**src/axi_iso_consts.svh**
```systemverilog
// AXI-Lite isolator limits; MAX_OUTSTANDING must be at least 2 and fake write beats carry the fill values
`ifndef AXI_ISO_CONSTS_SVH
`define AXI_ISO_CONSTS_SVH

// Bus widths, data must be a whole number of bytes
`define AXI_ISO_ADDR_WIDTH 12
`define AXI_ISO_DATA_WIDTH 32

// Requests per path that may be outstanding before upstream sees back-pressure
`define AXI_ISO_MAX_OUTSTANDING 8

// AW handshakes allowed to run ahead of W
`define AXI_ISO_MAX_SKEW 2

// Payload of the fake W beats issued while aligning
`define AXI_ISO_FILL_WDATA {`AXI_ISO_DATA_WIDTH{1'b0}}
`define AXI_ISO_FILL_WSTRB {(`AXI_ISO_DATA_WIDTH / 8){1'b0}}

`endif

```
**src/axi_iso_pkg.sv**
```systemverilog
// Types for the AXI-Lite isolator; widths follow axi_iso_consts.svh, no ID, user or burst fields
`include "axi_iso_consts.svh"

package axi_iso_pkg;

  typedef logic [`AXI_ISO_ADDR_WIDTH-1:0] addr_t;
  typedef logic [`AXI_ISO_DATA_WIDTH-1:0] data_t;
  typedef logic [`AXI_ISO_DATA_WIDTH/8-1:0] strb_t;
  typedef logic [2:0] prot_t;
  typedef logic [1:0] resp_t;

  // Counters hold zero up to their limit inclusive
  typedef logic [$clog2(`AXI_ISO_MAX_OUTSTANDING + 1)-1:0] outst_cnt_t;
  typedef logic [$clog2(`AXI_ISO_MAX_SKEW + 1)-1:0] skew_cnt_t;

  typedef struct packed {
    addr_t addr;
    prot_t prot;
  } aw_req_t;

  typedef struct packed {
    addr_t addr;
    prot_t prot;
  } ar_req_t;

  typedef struct packed {
    data_t data;
    strb_t strb;
  } w_beat_t;

  typedef struct packed {
    resp_t resp;
  } b_rsp_t;

  typedef struct packed {
    data_t data;
    resp_t resp;
  } r_rsp_t;

  // Per-path isolation sequence
  typedef enum logic [1:0] {
    ST_IDLE,
    ST_ALIGN,
    ST_DRAIN,
    ST_DONE
  } iso_state_e;

endpackage

```
**src/axi_fwd_reg.sv**
```systemverilog
// One-entry forward register slice; one cycle of latency, full rate only while pop_ready stays high
`timescale 1ns/1ps

module axi_fwd_reg #(
  parameter type payload_t = logic
) (
  input  logic     clk,
  input  logic     rst,
  input  logic     push_valid,
  input  payload_t push_data,
  output logic     push_ready,
  output logic     pop_valid,
  output payload_t pop_data,
  input  logic     pop_ready
);

  // Room when empty or when the held entry leaves this cycle
  assign push_ready = !pop_valid || pop_ready;

  always_ff @(posedge clk) begin
    if (rst) begin
      pop_valid <= 1'b0;
    end else if (push_ready) begin
      pop_valid <= push_valid;
    end
  end

  // Payload register, only meaningful while pop_valid is high
  always_ff @(posedge clk) begin
    if (push_valid && push_ready) begin
      pop_data <= push_data;
    end
  end

  // A stalled entry keeps its valid and payload until taken
  pop_hold_a: assert property (@(posedge clk) disable iff (rst)
    pop_valid && !pop_ready |=> pop_valid && $stable(pop_data));

endmodule

```
**src/axi_lite_isolate_mgr.sv**
```systemverilog
// AXI-Lite manager isolator; hold isolate_req until isolate_done, no bursts, IDs or user fields
`timescale 1ns/1ps
`include "axi_iso_consts.svh"

module axi_lite_isolate_mgr (
  input  logic                  clk,
  input  logic                  rst,
  input  logic                  isolate_req,
  output logic                  isolate_done,
  // Upstream manager side
  input  axi_iso_pkg::aw_req_t  up_aw,
  input  logic                  up_aw_valid,
  output logic                  up_aw_ready,
  input  axi_iso_pkg::w_beat_t  up_w,
  input  logic                  up_w_valid,
  output logic                  up_w_ready,
  output axi_iso_pkg::b_rsp_t   up_b,
  output logic                  up_b_valid,
  input  logic                  up_b_ready,
  input  axi_iso_pkg::ar_req_t  up_ar,
  input  logic                  up_ar_valid,
  output logic                  up_ar_ready,
  output axi_iso_pkg::r_rsp_t   up_r,
  output logic                  up_r_valid,
  input  logic                  up_r_ready,
  // Downstream subordinate side
  output axi_iso_pkg::aw_req_t  dn_aw,
  output logic                  dn_aw_valid,
  input  logic                  dn_aw_ready,
  output axi_iso_pkg::w_beat_t  dn_w,
  output logic                  dn_w_valid,
  input  logic                  dn_w_ready,
  input  axi_iso_pkg::b_rsp_t   dn_b,
  input  logic                  dn_b_valid,
  output logic                  dn_b_ready,
  output axi_iso_pkg::ar_req_t  dn_ar,
  output logic                  dn_ar_valid,
  input  logic                  dn_ar_ready,
  input  axi_iso_pkg::r_rsp_t   dn_r,
  input  logic                  dn_r_valid,
  output logic                  dn_r_ready
);

  import axi_iso_pkg::*;

  logic    align_req_w;
  logic    align_done_w;
  logic    drain_req_w;
  logic    drain_done_w;
  logic    path_done_w;
  logic    aw_align_valid;
  logic    aw_trk_ready;
  logic    aw_slice_valid;
  logic    aw_slice_ready;
  logic    w_slice_valid;
  logic    w_slice_ready;
  w_beat_t w_fill;
  w_beat_t w_push;

  logic    align_req_r;
  logic    drain_req_r;
  logic    drain_done_r;
  logic    path_done_r;
  logic    ar_gate_valid;
  logic    ar_trk_ready;
  logic    ar_slice_valid;
  logic    ar_slice_ready;

  // Write path
  iso_path_fsm u_fsm_w (
    .clk         (clk),
    .rst         (rst),
    .isolate_req (isolate_req),
    .align_done  (align_done_w),
    .drain_done  (drain_done_w),
    .align_req   (align_req_w),
    .drain_req   (drain_req_w),
    .path_done   (path_done_w)
  );

  iso_wdata_align u_align_w (
    .clk         (clk),
    .rst         (rst),
    .align_req   (align_req_w),
    .up_aw_valid (up_aw_valid),
    .up_aw_ready (up_aw_ready),
    .up_w_valid  (up_w_valid),
    .up_w_ready  (up_w_ready),
    .dn_aw_valid (aw_align_valid),
    .dn_aw_ready (aw_trk_ready),
    .dn_w_valid  (w_slice_valid),
    .dn_w_ready  (w_slice_ready),
    .align_done  (align_done_w)
  );

  iso_req_tracker u_trk_w (
    .clk         (clk),
    .rst         (rst),
    .drain_req   (drain_req_w),
    .up_ax_valid (aw_align_valid),
    .up_ax_ready (aw_trk_ready),
    .dn_ax_valid (aw_slice_valid),
    .dn_ax_ready (aw_slice_ready),
    .dn_x_valid  (dn_b_valid),
    .dn_x_ready  (dn_b_ready),
    .up_x_valid  (up_b_valid),
    .up_x_ready  (up_b_ready),
    .drain_done  (drain_done_w)
  );

  // Fake beats replace upstream data for the whole write isolation
  assign w_fill = '{data: data_t'(`AXI_ISO_FILL_WDATA), strb: strb_t'(`AXI_ISO_FILL_WSTRB)};
  assign w_push = align_req_w ? w_fill : up_w;
  assign up_b   = dn_b;

  // Read path, a single request channel so alignment is immediate
  iso_path_fsm u_fsm_r (
    .clk         (clk),
    .rst         (rst),
    .isolate_req (isolate_req),
    .align_done  (align_req_r),
    .drain_done  (drain_done_r),
    .align_req   (align_req_r),
    .drain_req   (drain_req_r),
    .path_done   (path_done_r)
  );

  assign ar_gate_valid = up_ar_valid && !align_req_r;
  assign up_ar_ready   = ar_trk_ready && !align_req_r;

  iso_req_tracker u_trk_r (
    .clk         (clk),
    .rst         (rst),
    .drain_req   (drain_req_r),
    .up_ax_valid (ar_gate_valid),
    .up_ax_ready (ar_trk_ready),
    .dn_ax_valid (ar_slice_valid),
    .dn_ax_ready (ar_slice_ready),
    .dn_x_valid  (dn_r_valid),
    .dn_x_ready  (dn_r_ready),
    .up_x_valid  (up_r_valid),
    .up_x_ready  (up_r_ready),
    .drain_done  (drain_done_r)
  );

  assign up_r = dn_r;

  // Rises with both paths done, falls once both have released
  always_ff @(posedge clk) begin
    if (rst) begin
      isolate_done <= 1'b0;
    end else if (isolate_done) begin
      isolate_done <= path_done_w || path_done_r;
    end else begin
      isolate_done <= path_done_w && path_done_r;
    end
  end

  // Output slices keep downstream valids stable when upstream is cut off
  axi_fwd_reg #(.payload_t(aw_req_t)) u_reg_aw (
    .clk        (clk),
    .rst        (rst),
    .push_valid (aw_slice_valid),
    .push_data  (up_aw),
    .push_ready (aw_slice_ready),
    .pop_valid  (dn_aw_valid),
    .pop_data   (dn_aw),
    .pop_ready  (dn_aw_ready)
  );

  axi_fwd_reg #(.payload_t(w_beat_t)) u_reg_w (
    .clk        (clk),
    .rst        (rst),
    .push_valid (w_slice_valid),
    .push_data  (w_push),
    .push_ready (w_slice_ready),
    .pop_valid  (dn_w_valid),
    .pop_data   (dn_w),
    .pop_ready  (dn_w_ready)
  );

  axi_fwd_reg #(.payload_t(ar_req_t)) u_reg_ar (
    .clk        (clk),
    .rst        (rst),
    .push_valid (ar_slice_valid),
    .push_data  (up_ar),
    .push_ready (ar_slice_ready),
    .pop_valid  (dn_ar_valid),
    .pop_data   (dn_ar),
    .pop_ready  (dn_ar_ready)
  );

  // An isolated path accepts nothing from the manager
  no_aw_when_iso_a: assert property (@(posedge clk) disable iff (rst)
    path_done_w |-> !up_aw_ready);
  no_w_when_iso_a: assert property (@(posedge clk) disable iff (rst)
    path_done_w |-> !up_w_ready);
  no_ar_when_iso_a: assert property (@(posedge clk) disable iff (rst)
    path_done_r |-> !up_ar_ready);

endmodule

```
**src/iso_path_fsm.sv**
```systemverilog
// Isolation sequencer for one path; isolate_req must stay high until path_done is reached
`timescale 1ns/1ps

module iso_path_fsm (
  input  logic clk,
  input  logic rst,
  input  logic isolate_req,
  input  logic align_done,
  input  logic drain_done,
  output logic align_req,
  output logic drain_req,
  output logic path_done
);

  import axi_iso_pkg::*;

  iso_state_e state;
  iso_state_e state_next;

  always_comb begin
    state_next = state;
    unique case (state)
      ST_IDLE: begin
        if (isolate_req) begin
          state_next = ST_ALIGN;
        end
      end
      ST_ALIGN: begin
        if (align_done) begin
          state_next = ST_DRAIN;
        end
      end
      ST_DRAIN: begin
        if (drain_done) begin
          state_next = ST_DONE;
        end
      end
      ST_DONE: begin
        // Leave only once the requester lets go
        if (!isolate_req) begin
          state_next = ST_IDLE;
        end
      end
      default: begin
        state_next = ST_IDLE;
      end
    endcase
  end

  always_ff @(posedge clk) begin
    if (rst) begin
      state <= ST_IDLE;
    end else begin
      state <= state_next;
    end
  end

  // Requests stay up through every later state
  assign align_req = (state != ST_IDLE);
  assign drain_req = (state == ST_DRAIN) || (state == ST_DONE);
  assign path_done = (state == ST_DONE);

  // Requester may only release after the path has finished isolating
  req_fall_legal_a: assert property (@(posedge clk) disable iff (rst)
    $fell(isolate_req) |-> path_done);

endmodule

```
**src/iso_req_tracker.sv**
```systemverilog
// Outstanding request counter for one path; responses are assumed to return one per request
`timescale 1ns/1ps
`include "axi_iso_consts.svh"

module iso_req_tracker (
  input  logic clk,
  input  logic rst,
  input  logic drain_req,
  input  logic up_ax_valid,
  output logic up_ax_ready,
  output logic dn_ax_valid,
  input  logic dn_ax_ready,
  input  logic dn_x_valid,
  output logic dn_x_ready,
  output logic up_x_valid,
  input  logic up_x_ready,
  output logic drain_done
);

  import axi_iso_pkg::*;

  outst_cnt_t outst_cnt;
  logic       req_blocked;
  logic       ax_hs;
  logic       x_hs;

  // No new requests when full or once draining has begun
  assign req_blocked = drain_req ||
                       (outst_cnt == outst_cnt_t'(`AXI_ISO_MAX_OUTSTANDING));

  assign dn_ax_valid = up_ax_valid && !req_blocked;
  assign up_ax_ready = dn_ax_ready && !req_blocked;

  // While draining, responses are taken here and hidden from upstream
  assign dn_x_ready = drain_req || up_x_ready;
  assign up_x_valid = dn_x_valid && !drain_req;

  assign ax_hs = dn_ax_valid && dn_ax_ready;
  assign x_hs  = dn_x_valid && dn_x_ready;

  always_ff @(posedge clk) begin
    if (rst) begin
      outst_cnt <= '0;
    end else begin
      case ({ax_hs, x_hs})
        2'b10: begin
          outst_cnt <= outst_cnt + outst_cnt_t'(1);
        end
        2'b01: begin
          outst_cnt <= outst_cnt - outst_cnt_t'(1);
        end
        default: begin
          outst_cnt <= outst_cnt;
        end
      endcase
    end
  end

  // Nothing left in flight, so the path is quiet
  assign drain_done = drain_req && (outst_cnt == '0);

  // Subordinate must not answer a request that was never sent
  no_underflow_a: assert property (@(posedge clk) disable iff (rst)
    x_hs |-> (outst_cnt != '0));

endmodule

```
**src/iso_wdata_align.sv**
```systemverilog
// AW/W skew tracking for AXI-Lite single beats; W may never lead AW, fake beats fill the gap
`timescale 1ns/1ps
`include "axi_iso_consts.svh"

module iso_wdata_align (
  input  logic clk,
  input  logic rst,
  input  logic align_req,
  input  logic up_aw_valid,
  output logic up_aw_ready,
  input  logic up_w_valid,
  output logic up_w_ready,
  output logic dn_aw_valid,
  input  logic dn_aw_ready,
  output logic dn_w_valid,
  input  logic dn_w_ready,
  output logic align_done
);

  import axi_iso_pkg::*;

  skew_cnt_t skew_cnt;
  logic      aw_blocked;
  logic      w_allowed;
  logic      aw_hs;
  logic      w_hs;

  // Upstream AW stops at the skew limit and for the whole isolation
  assign aw_blocked  = align_req || (skew_cnt == skew_cnt_t'(`AXI_ISO_MAX_SKEW));
  assign dn_aw_valid = up_aw_valid && !aw_blocked;
  assign up_aw_ready = dn_aw_ready && !aw_blocked;
  assign aw_hs       = dn_aw_valid && dn_aw_ready;

  // A data beat needs an address that is already through or passing now
  assign w_allowed = (skew_cnt != '0) || aw_hs;

  always_comb begin
    if (align_req) begin
      // Upstream W is cut off; fake beats repay the skew
      up_w_ready = 1'b0;
      dn_w_valid = (skew_cnt != '0);
    end else begin
      up_w_ready = dn_w_ready && w_allowed;
      dn_w_valid = up_w_valid && w_allowed;
    end
  end

  assign w_hs = dn_w_valid && dn_w_ready;

  always_ff @(posedge clk) begin
    if (rst) begin
      skew_cnt <= '0;
    end else begin
      case ({aw_hs, w_hs})
        2'b10: begin
          skew_cnt <= skew_cnt + skew_cnt_t'(1);
        end
        2'b01: begin
          skew_cnt <= skew_cnt - skew_cnt_t'(1);
        end
        default: begin
          skew_cnt <= skew_cnt;
        end
      endcase
    end
  end

  assign align_done = align_req && (skew_cnt == '0);

endmodule

```
**config.mk**
```make
export PLATFORM = sky130hd
export DESIGN_NAME = axi_lite_isolate_mgr
export DESIGN_NICKNAME = d
export VERILOG_FILES = /design/src/axi_iso_pkg.sv /design/src/axi_fwd_reg.sv /design/src/axi_lite_isolate_mgr.sv /design/src/iso_path_fsm.sv /design/src/iso_req_tracker.sv /design/src/iso_wdata_align.sv
export VERILOG_INCLUDE_DIRS = /design/src /design/src/src
export SDC_FILE = /design/constraint.sdc
export NUM_CORES = 1
export LEC_CHECK = 0
export ABC_CLOCK_PERIOD_IN_PS = 8800
export BUFFER_PORTS_ARGS = -buffer_cell sky130_fd_sc_hd__buf_4
export CAP_MARGIN = 30
export CORE_UTILIZATION = 47
export DETAILED_ROUTE_END_ITERATION = 16
export GPL_ROUTABILITY_DRIVEN = 0
export PLACE_DENSITY = 0.88
export SLEW_MARGIN = 25
export SYNTH_ARGS = -nofsm -noshare
export SYNTH_HDL_FRONTEND = slang
export SYNTH_SLANG_ARGS = --single-unit
```
**constraint.sdc**
```tcl
create_clock -name clk -period 8.8 [get_ports clk]
set_input_delay 1.76 -clock clk [delete_from_list [all_inputs] [get_ports clk]]
set_output_delay 1.76 -clock clk [all_outputs]
set_load 0.01 [all_outputs]
```
**Word-level counts from Yosys, hierarchy flattened**

Index checks and enable logic that the tools add are counted.

- Reductions and logical operators: 56
- Bitwise gates (word level): 0
- Multipliers: 0
- Magnitude comparators: 0
- Equality and inequality tests: 23
- Shift operators: 0
- Add/sub/neg operators: 6
- Div/mod/pow operators: 0
- Muxes and demuxes: 14

Operators with widths:

| kind | count |
|---|---|
| $logic_and 1x1->1 | 22 |
| $eq 2x2->1 const B | 8 |
| $ne 2x2->1 const B | 8 |
| $pmux 2 s4 | 2 |
| $pmux 4 s2 | 2 |
| $logic_or 1x1->1 | 12 |
| $mux 2 | 6 |
| $reduce_bool 2->1 | 6 |
| $eq 2x1->1 const B | 5 |
| $logic_not 1->1 | 9 |
| $add 4x1->4 const B | 2 |
| $eq 4x4->1 const B | 2 |
| $logic_not 4->1 | 2 |
| $reduce_and 4->1 | 2 |
| $sub 4x1->4 const B | 2 |
| $logic_not 2->1 | 3 |
| $pmux 2 s2 | 1 |
| $mux 1 | 3 |
| $add 2x1->2 const B | 1 |
| $sub 2x1->2 const B | 1 |

- Memory bits (read-only): 0
- Memories kept: 0
- Flip-flop bits (word level): 84
- Bits in latches: 0
- Bits in writable memories: 0
- Output and inout bits: 113

**Longest topological paths before layout**

- Word-level depth: 12
- Depth in mapped cells: 12

**Hierarchy**

Synthesis repeated with hierarchy kept, for this count alone.

- Cell total of the unflattened synthesis: 297
- Area, all modules: 3880.0 µm²

By module, submodules not included:

| module | instances | sequential area each (µm²) | area an instance (µm²) | cells an instance |
|---|---|---|---|---|
| axi_fwd_reg at u_reg_w | 1 | 1101.1 | 1136.1 | 41 |
| axi_fwd_reg at u_reg_ar ... | 2 | 470.5 | 505.5 | 20 |
| iso_req_tracker | 2 | 80.1 | 304.0 | 36 |
| axi_lite_isolate_mgr | 1 | 20.0 | 590.6 | 81 |
| iso_path_fsm | 2 | 40.0 | 185.2 | 20 |
| iso_wdata_align | 1 | 40.0 | 163.9 | 23 |

**Worst setup path after synthesis**

No wires, ideal clock.

- Path kind: input -> register
- From: in dn_aw_ready
- To: reg u_align_w.skew_cnt[1]
- Data arrival time: 4.844 ns
- Path buffers: 0
- Stages on the path: 7
- Library setup time: 0.070 ns
- Slack: 3.886 ns
- Data required time: 8.730 ns
- Path through: nor2b_1 > nor4_4 > a211oi_2 > nor3_2 > ha_1 > or3_1 > a21oi_1

- Longest elaborated chain between the ends: 9
- Elaborated cells between the ends (all ways): 11

RTL lines:

| item | RTL line | text |
|---|---|---|
| from (decl) | axi_lite_isolate_mgr.sv:29 | `input logic dn_aw_ready,` |
| $logic_or 1x1->1 * | axi_fwd_reg.sv:18 | `assign push_ready = !pop_valid \|\| pop_ready;` |
| $logic_and 1x1->1 * | iso_req_tracker.sv:32 | `assign up_ax_ready = dn_ax_ready && !req_blocked;` |
| $logic_and 1x1->1 * | iso_wdata_align.sv:32 | `assign aw_hs = dn_aw_valid && dn_aw_ready;` |
| $logic_or 1x1->1 * | iso_wdata_align.sv:35 | `assign w_allowed = (skew_cnt != '0) \|\| aw_hs;` |
| $logic_and 1x1->1 * | iso_wdata_align.sv:44 | `dn_w_valid = up_w_valid && w_allowed;` |
| $mux 1 * | iso_wdata_align.sv:38 | `if (align_req) begin` |
| $logic_and 1x1->1 * | iso_wdata_align.sv:48 | `assign w_hs = dn_w_valid && dn_w_ready;` |
| named net u_align_w.w_hs | iso_wdata_align.sv:26 | `logic w_hs;` |
| $eq 2x1->1 / $eq 2x2->1 (equally long branches) | iso_wdata_align.sv:54 | `case ({aw_hs, w_hs})` |
| $pmux 2 s2 / $reduce_bool 2->1 (equally long branches) | -- |  |
| to (signal assigned) | iso_wdata_align.sv:56 | `skew_cnt <= skew_cnt + skew_cnt_t'(1);` |
| to (signal assigned) | iso_wdata_align.sv:59 | `skew_cnt <= skew_cnt - skew_cnt_t'(1);` |
| to (signal assigned) | iso_wdata_align.sv:62 | `skew_cnt <= skew_cnt;` |
| to (decl) | iso_wdata_align.sv:22 | `skew_cnt_t skew_cnt;` |

The timed path passes the listed nets; every way through them passes the cells marked *.
A chain may end at the register's enable or synchronous reset.

**Worst setup path in the final report**

- From: in dn_aw_ready
- To: out up_w_ready

- Longest elaborated chain between the ends: 6

RTL lines:

| item | RTL line | text |
|---|---|---|
| $logic_or 1x1->1 | axi_fwd_reg.sv:18 |  |
| $logic_and 1x1->1 | iso_req_tracker.sv:32 |  |
| $logic_and 1x1->1 | iso_wdata_align.sv:32 |  |
| $logic_or 1x1->1 | iso_wdata_align.sv:35 |  |
| $logic_and 1x1->1 | iso_wdata_align.sv:43 | `up_w_ready = dn_w_ready && w_allowed;` |
| $mux 1 | iso_wdata_align.sv:38 |  |
| to (decl) | axi_lite_isolate_mgr.sv:16 | `output logic up_w_ready,` |

No other way between the ends.

==> flow_summary.yaml <==
status:
  status: "finished, final reports clean"
routing:
  drtIter0Drc: 92
  avgRoutedWirePerCell_um: 16.2
  drtAntennaViolNets: 0
  vias_per_cell: 5.01
  drc: 0
  drtPass1Iterations: 4
  m1WireLength_mm: 3.14
  wl_met3_um: 515
  routed_wl_mm: 8.35
  dr_wl_met2_mm: 4.39
  top_layer: "met4"
  vias: 2582
clock_network:
  path_clk_slew_ns: 0.10
  cts_tree: "built"
  cts-hold-fix-buffers: 0
  cts_made_buffers: 9
  cts_setup_buffers: 0
  cts_resized: 0
  clock-sinks: 84
  htreeDepth: 3
  clock-root-buffer: "clkbuf_8"
  clockBufferDepth: 2
  insertion_delay_ns: 0.35
global_routing:
  grt_overflow: 0
  grt_start_max_net_pins: 39
  grt_pass1_wl_mm: 12.7
  grt.total_usage_pct: 20.3
  first_global_vias: 2582
  grt_antenna_before_repair: 0
yosys:
  postSynth.topFlopCell: "edfxtp_1"
  avgSynthCellArea_um2: 13.2
  yosysUniqueCellTypes: 38
  synth_top_family_by_area: "simple AND/OR/NAND/NOR gates"
  synth_seq_cells: 84
  postSynthCellCount: 285
  synthMuxAreaShare_pct: 0.534
  synth-edff-count: 66
  synth_compound_area_share_pct: 5.11
  synth_fa_ha_area_share_pct: 6.74
  synth_xor_area_share_pct: 1.40
  synthSimpleGateAreaFrac_pct: 14.3
  netlist_area_um2: 3750
  async_flop_share_pct: 0
  ys_seq_area_share_pct: 62.5
  yosysWarnings: 0
  postSynthNetCount: 419
place:
  dp_hpwl_mm: 6.20
  port_buffers: 155
  dp_cells: 499
sta:
  final_hold_viol_count: 0
  finalClockSkew_ns: 0.0140
  period_share_pct: 52.3
  worstMarginPinSlew_ns: 0.650
  setup_viol: 0
  tns_ns: 0
  relSlewSlack_pct: 56.6
  max_freq_ghz: 0.217
  rsz0062_at_grt: "no"
  maxSlewViolCount: 0
  fin_crit_ns: 4.60
floorplan:
  ios: 228
  chipWidth_um: 91.3
  core_um2: 7730
  start_util_pct: 48.5
  die_y_um: 91.3
  die_area_um2: 8340
  placementRows: 32
job:
  drv_cap: 0
cells_and_area:
  area_delta_synth_final_pct: 32.4
  final_cells: 515
  diodes: 0
  drive_gt1_share_pct: 43.3
  fin_nets: 542
  fillers: 528
worst_hold_path:
  hold_class: "reg -> reg"
worst_setup_path:
  worstSetupPathType: "in -> out"
  cp-end-kind: "primary output"
  required_ns: 7.04
  worstSetupStartpointType: "primary input"
  critPathMaxFanout: 4
  arrival_ns: 2.84
pwr:
  vdd_drop_max_v: 0.000185
  leakage_nw: 2.10
  finalPower_w: 0.00172
  powerDensity_nw_per_um2: 345
==> final cells by class <==
type / instances / area (um2) / area share (%)
Timing Repair Buffer: 156 / 1170 / 23.6
Tap cell: 102 / 128 / 2.57
Inverter: 14 / 52.6 / 1.06
Sequential cell: 84 / 2340 / 47.2
Clock buffer: 9 / 124 / 2.49
Multi-Input combinational cell: 143 / 1060 / 21.4
Clock inverter: 7 / 85.1 / 1.71
==> worst max-delay path, cell delays in order <==
cell	delay, ns
buf_4	0.11
nor2b_1	0.22
nor4_4	0.10
a211oi_2	0.41
nor3_2	0.08
buf_4	0.15
==> registers in the layout (all words and copies together), names as in the netlist <==
signal	flops
u_reg_w.pop_data	36
u_reg_ar.pop_data	15
u_reg_aw.pop_data	15
u_trk_r.outst_cnt	4
u_trk_w.outst_cnt	4
u_align_w.skew_cnt	2
u_fsm_r.state	2
u_fsm_w.state	2
isolate_done	1
u_reg_ar.pop_valid	1
u_reg_aw.pop_valid	1
u_reg_w.pop_valid	1
==> worst paths after layout <==
| check | end | depth (start not counted) | startpoint | slack [ns] |
|---|---|---|---|---|
| worst max-delay path | up_w_ready | 6 | dn_aw_ready | 4.20 |
| worst min-delay path | isolate_done | 2 | isolate_done | 0.51 |
| worst max register to register | u_align_w.skew_cnt[1] | 10 | u_fsm_w.state[0] | 5.39 |
| worst min register to register | isolate_done | 2 | isolate_done | 0.51 |
==> where the power goes <==
| part | internal [W] | total [W] | switching, W |
|---|---|---|---|
| registers | 0.000635 | 0.000703 | 0.0000685 |
| logic | 0.000336 | 0.000729 | 0.000392 |
| clock network | 0.000136 | 0.000284 | 0.000148 |
==> stage by stage <==
stage	hold WS (ns)	cell area (um2)	setup WS [ns]	util [%]
6_report	0.506	4970	4.20	64.3
5_1_grt	0.517	4970	4.17	64.3
4_1_cts	0.505	4960	4.17	64.2
3_5_place_dp	0.488	4750	4.21	61.5
3_3_place_gp	0.470	4750	4.23	61.5
2_1_floorplan	0.460	3750	3.89	-
==> cell families (layout without fill, tap and decap cells) <==
kind of cell             Yosys count  in the layout
XOR/XNOR                           6              6
flip-flops                        84             84
multiplexers                       2              2
adder cells (fa/ha/maj)           19             19
buffers and inverters             58            186
AND/OR/NAND/NOR                   87             87
AO/OA/AOI/OAI                     29             29
==> cell usage after synthesis, drive strengths merged, types with 2 or more instances <==
cell type	n	share of area (%)
ha	17	5.7
xor2	5	1.2
inv	14	1.4
buf	36	7.2
and2	39	6.5
fa	2	1.1
and3	2	0.33
a21oi	15	2.0
mux2i	2	0.53
nand2b	3	0.50
nand3	2	0.27
or3	3	0.50
nor2b	4	0.67
o31ai	2	0.40
o311a	2	0.53
edfxtp	66	53
nor2	16	1.6
o21ai	3	0.40
or4	2	0.40
nand2	7	0.70
dfxtp	18	9.6
clkbuf	8	0.80
nor3	3	0.67
==> cell usage in the layout (no fill, tap or decap), drive strengths merged, types with 3 or more instances in the layout <==
cell / count
edfxtp: 66
clkinv: 3
buf: 156
xor2: 5
nor2: 16
nand2b: 3
nand2: 7
o21ai: 3
inv: 16
a21oi: 15
or3: 3
clkbuf: 9
and2: 39
nor2b: 4
dfxtp: 18
ha: 17
nor3: 3
==> metal layers <==
metal | up-vias | global-route usage [%]
met5 | - | 0
li1 | 1204 | -
met4 | 0 | 12.4
met2 | 122 | 35.8
met1 | 1227 | 22.6
met3 | 29 | 3.85
(Power assumes the default switching activity.)
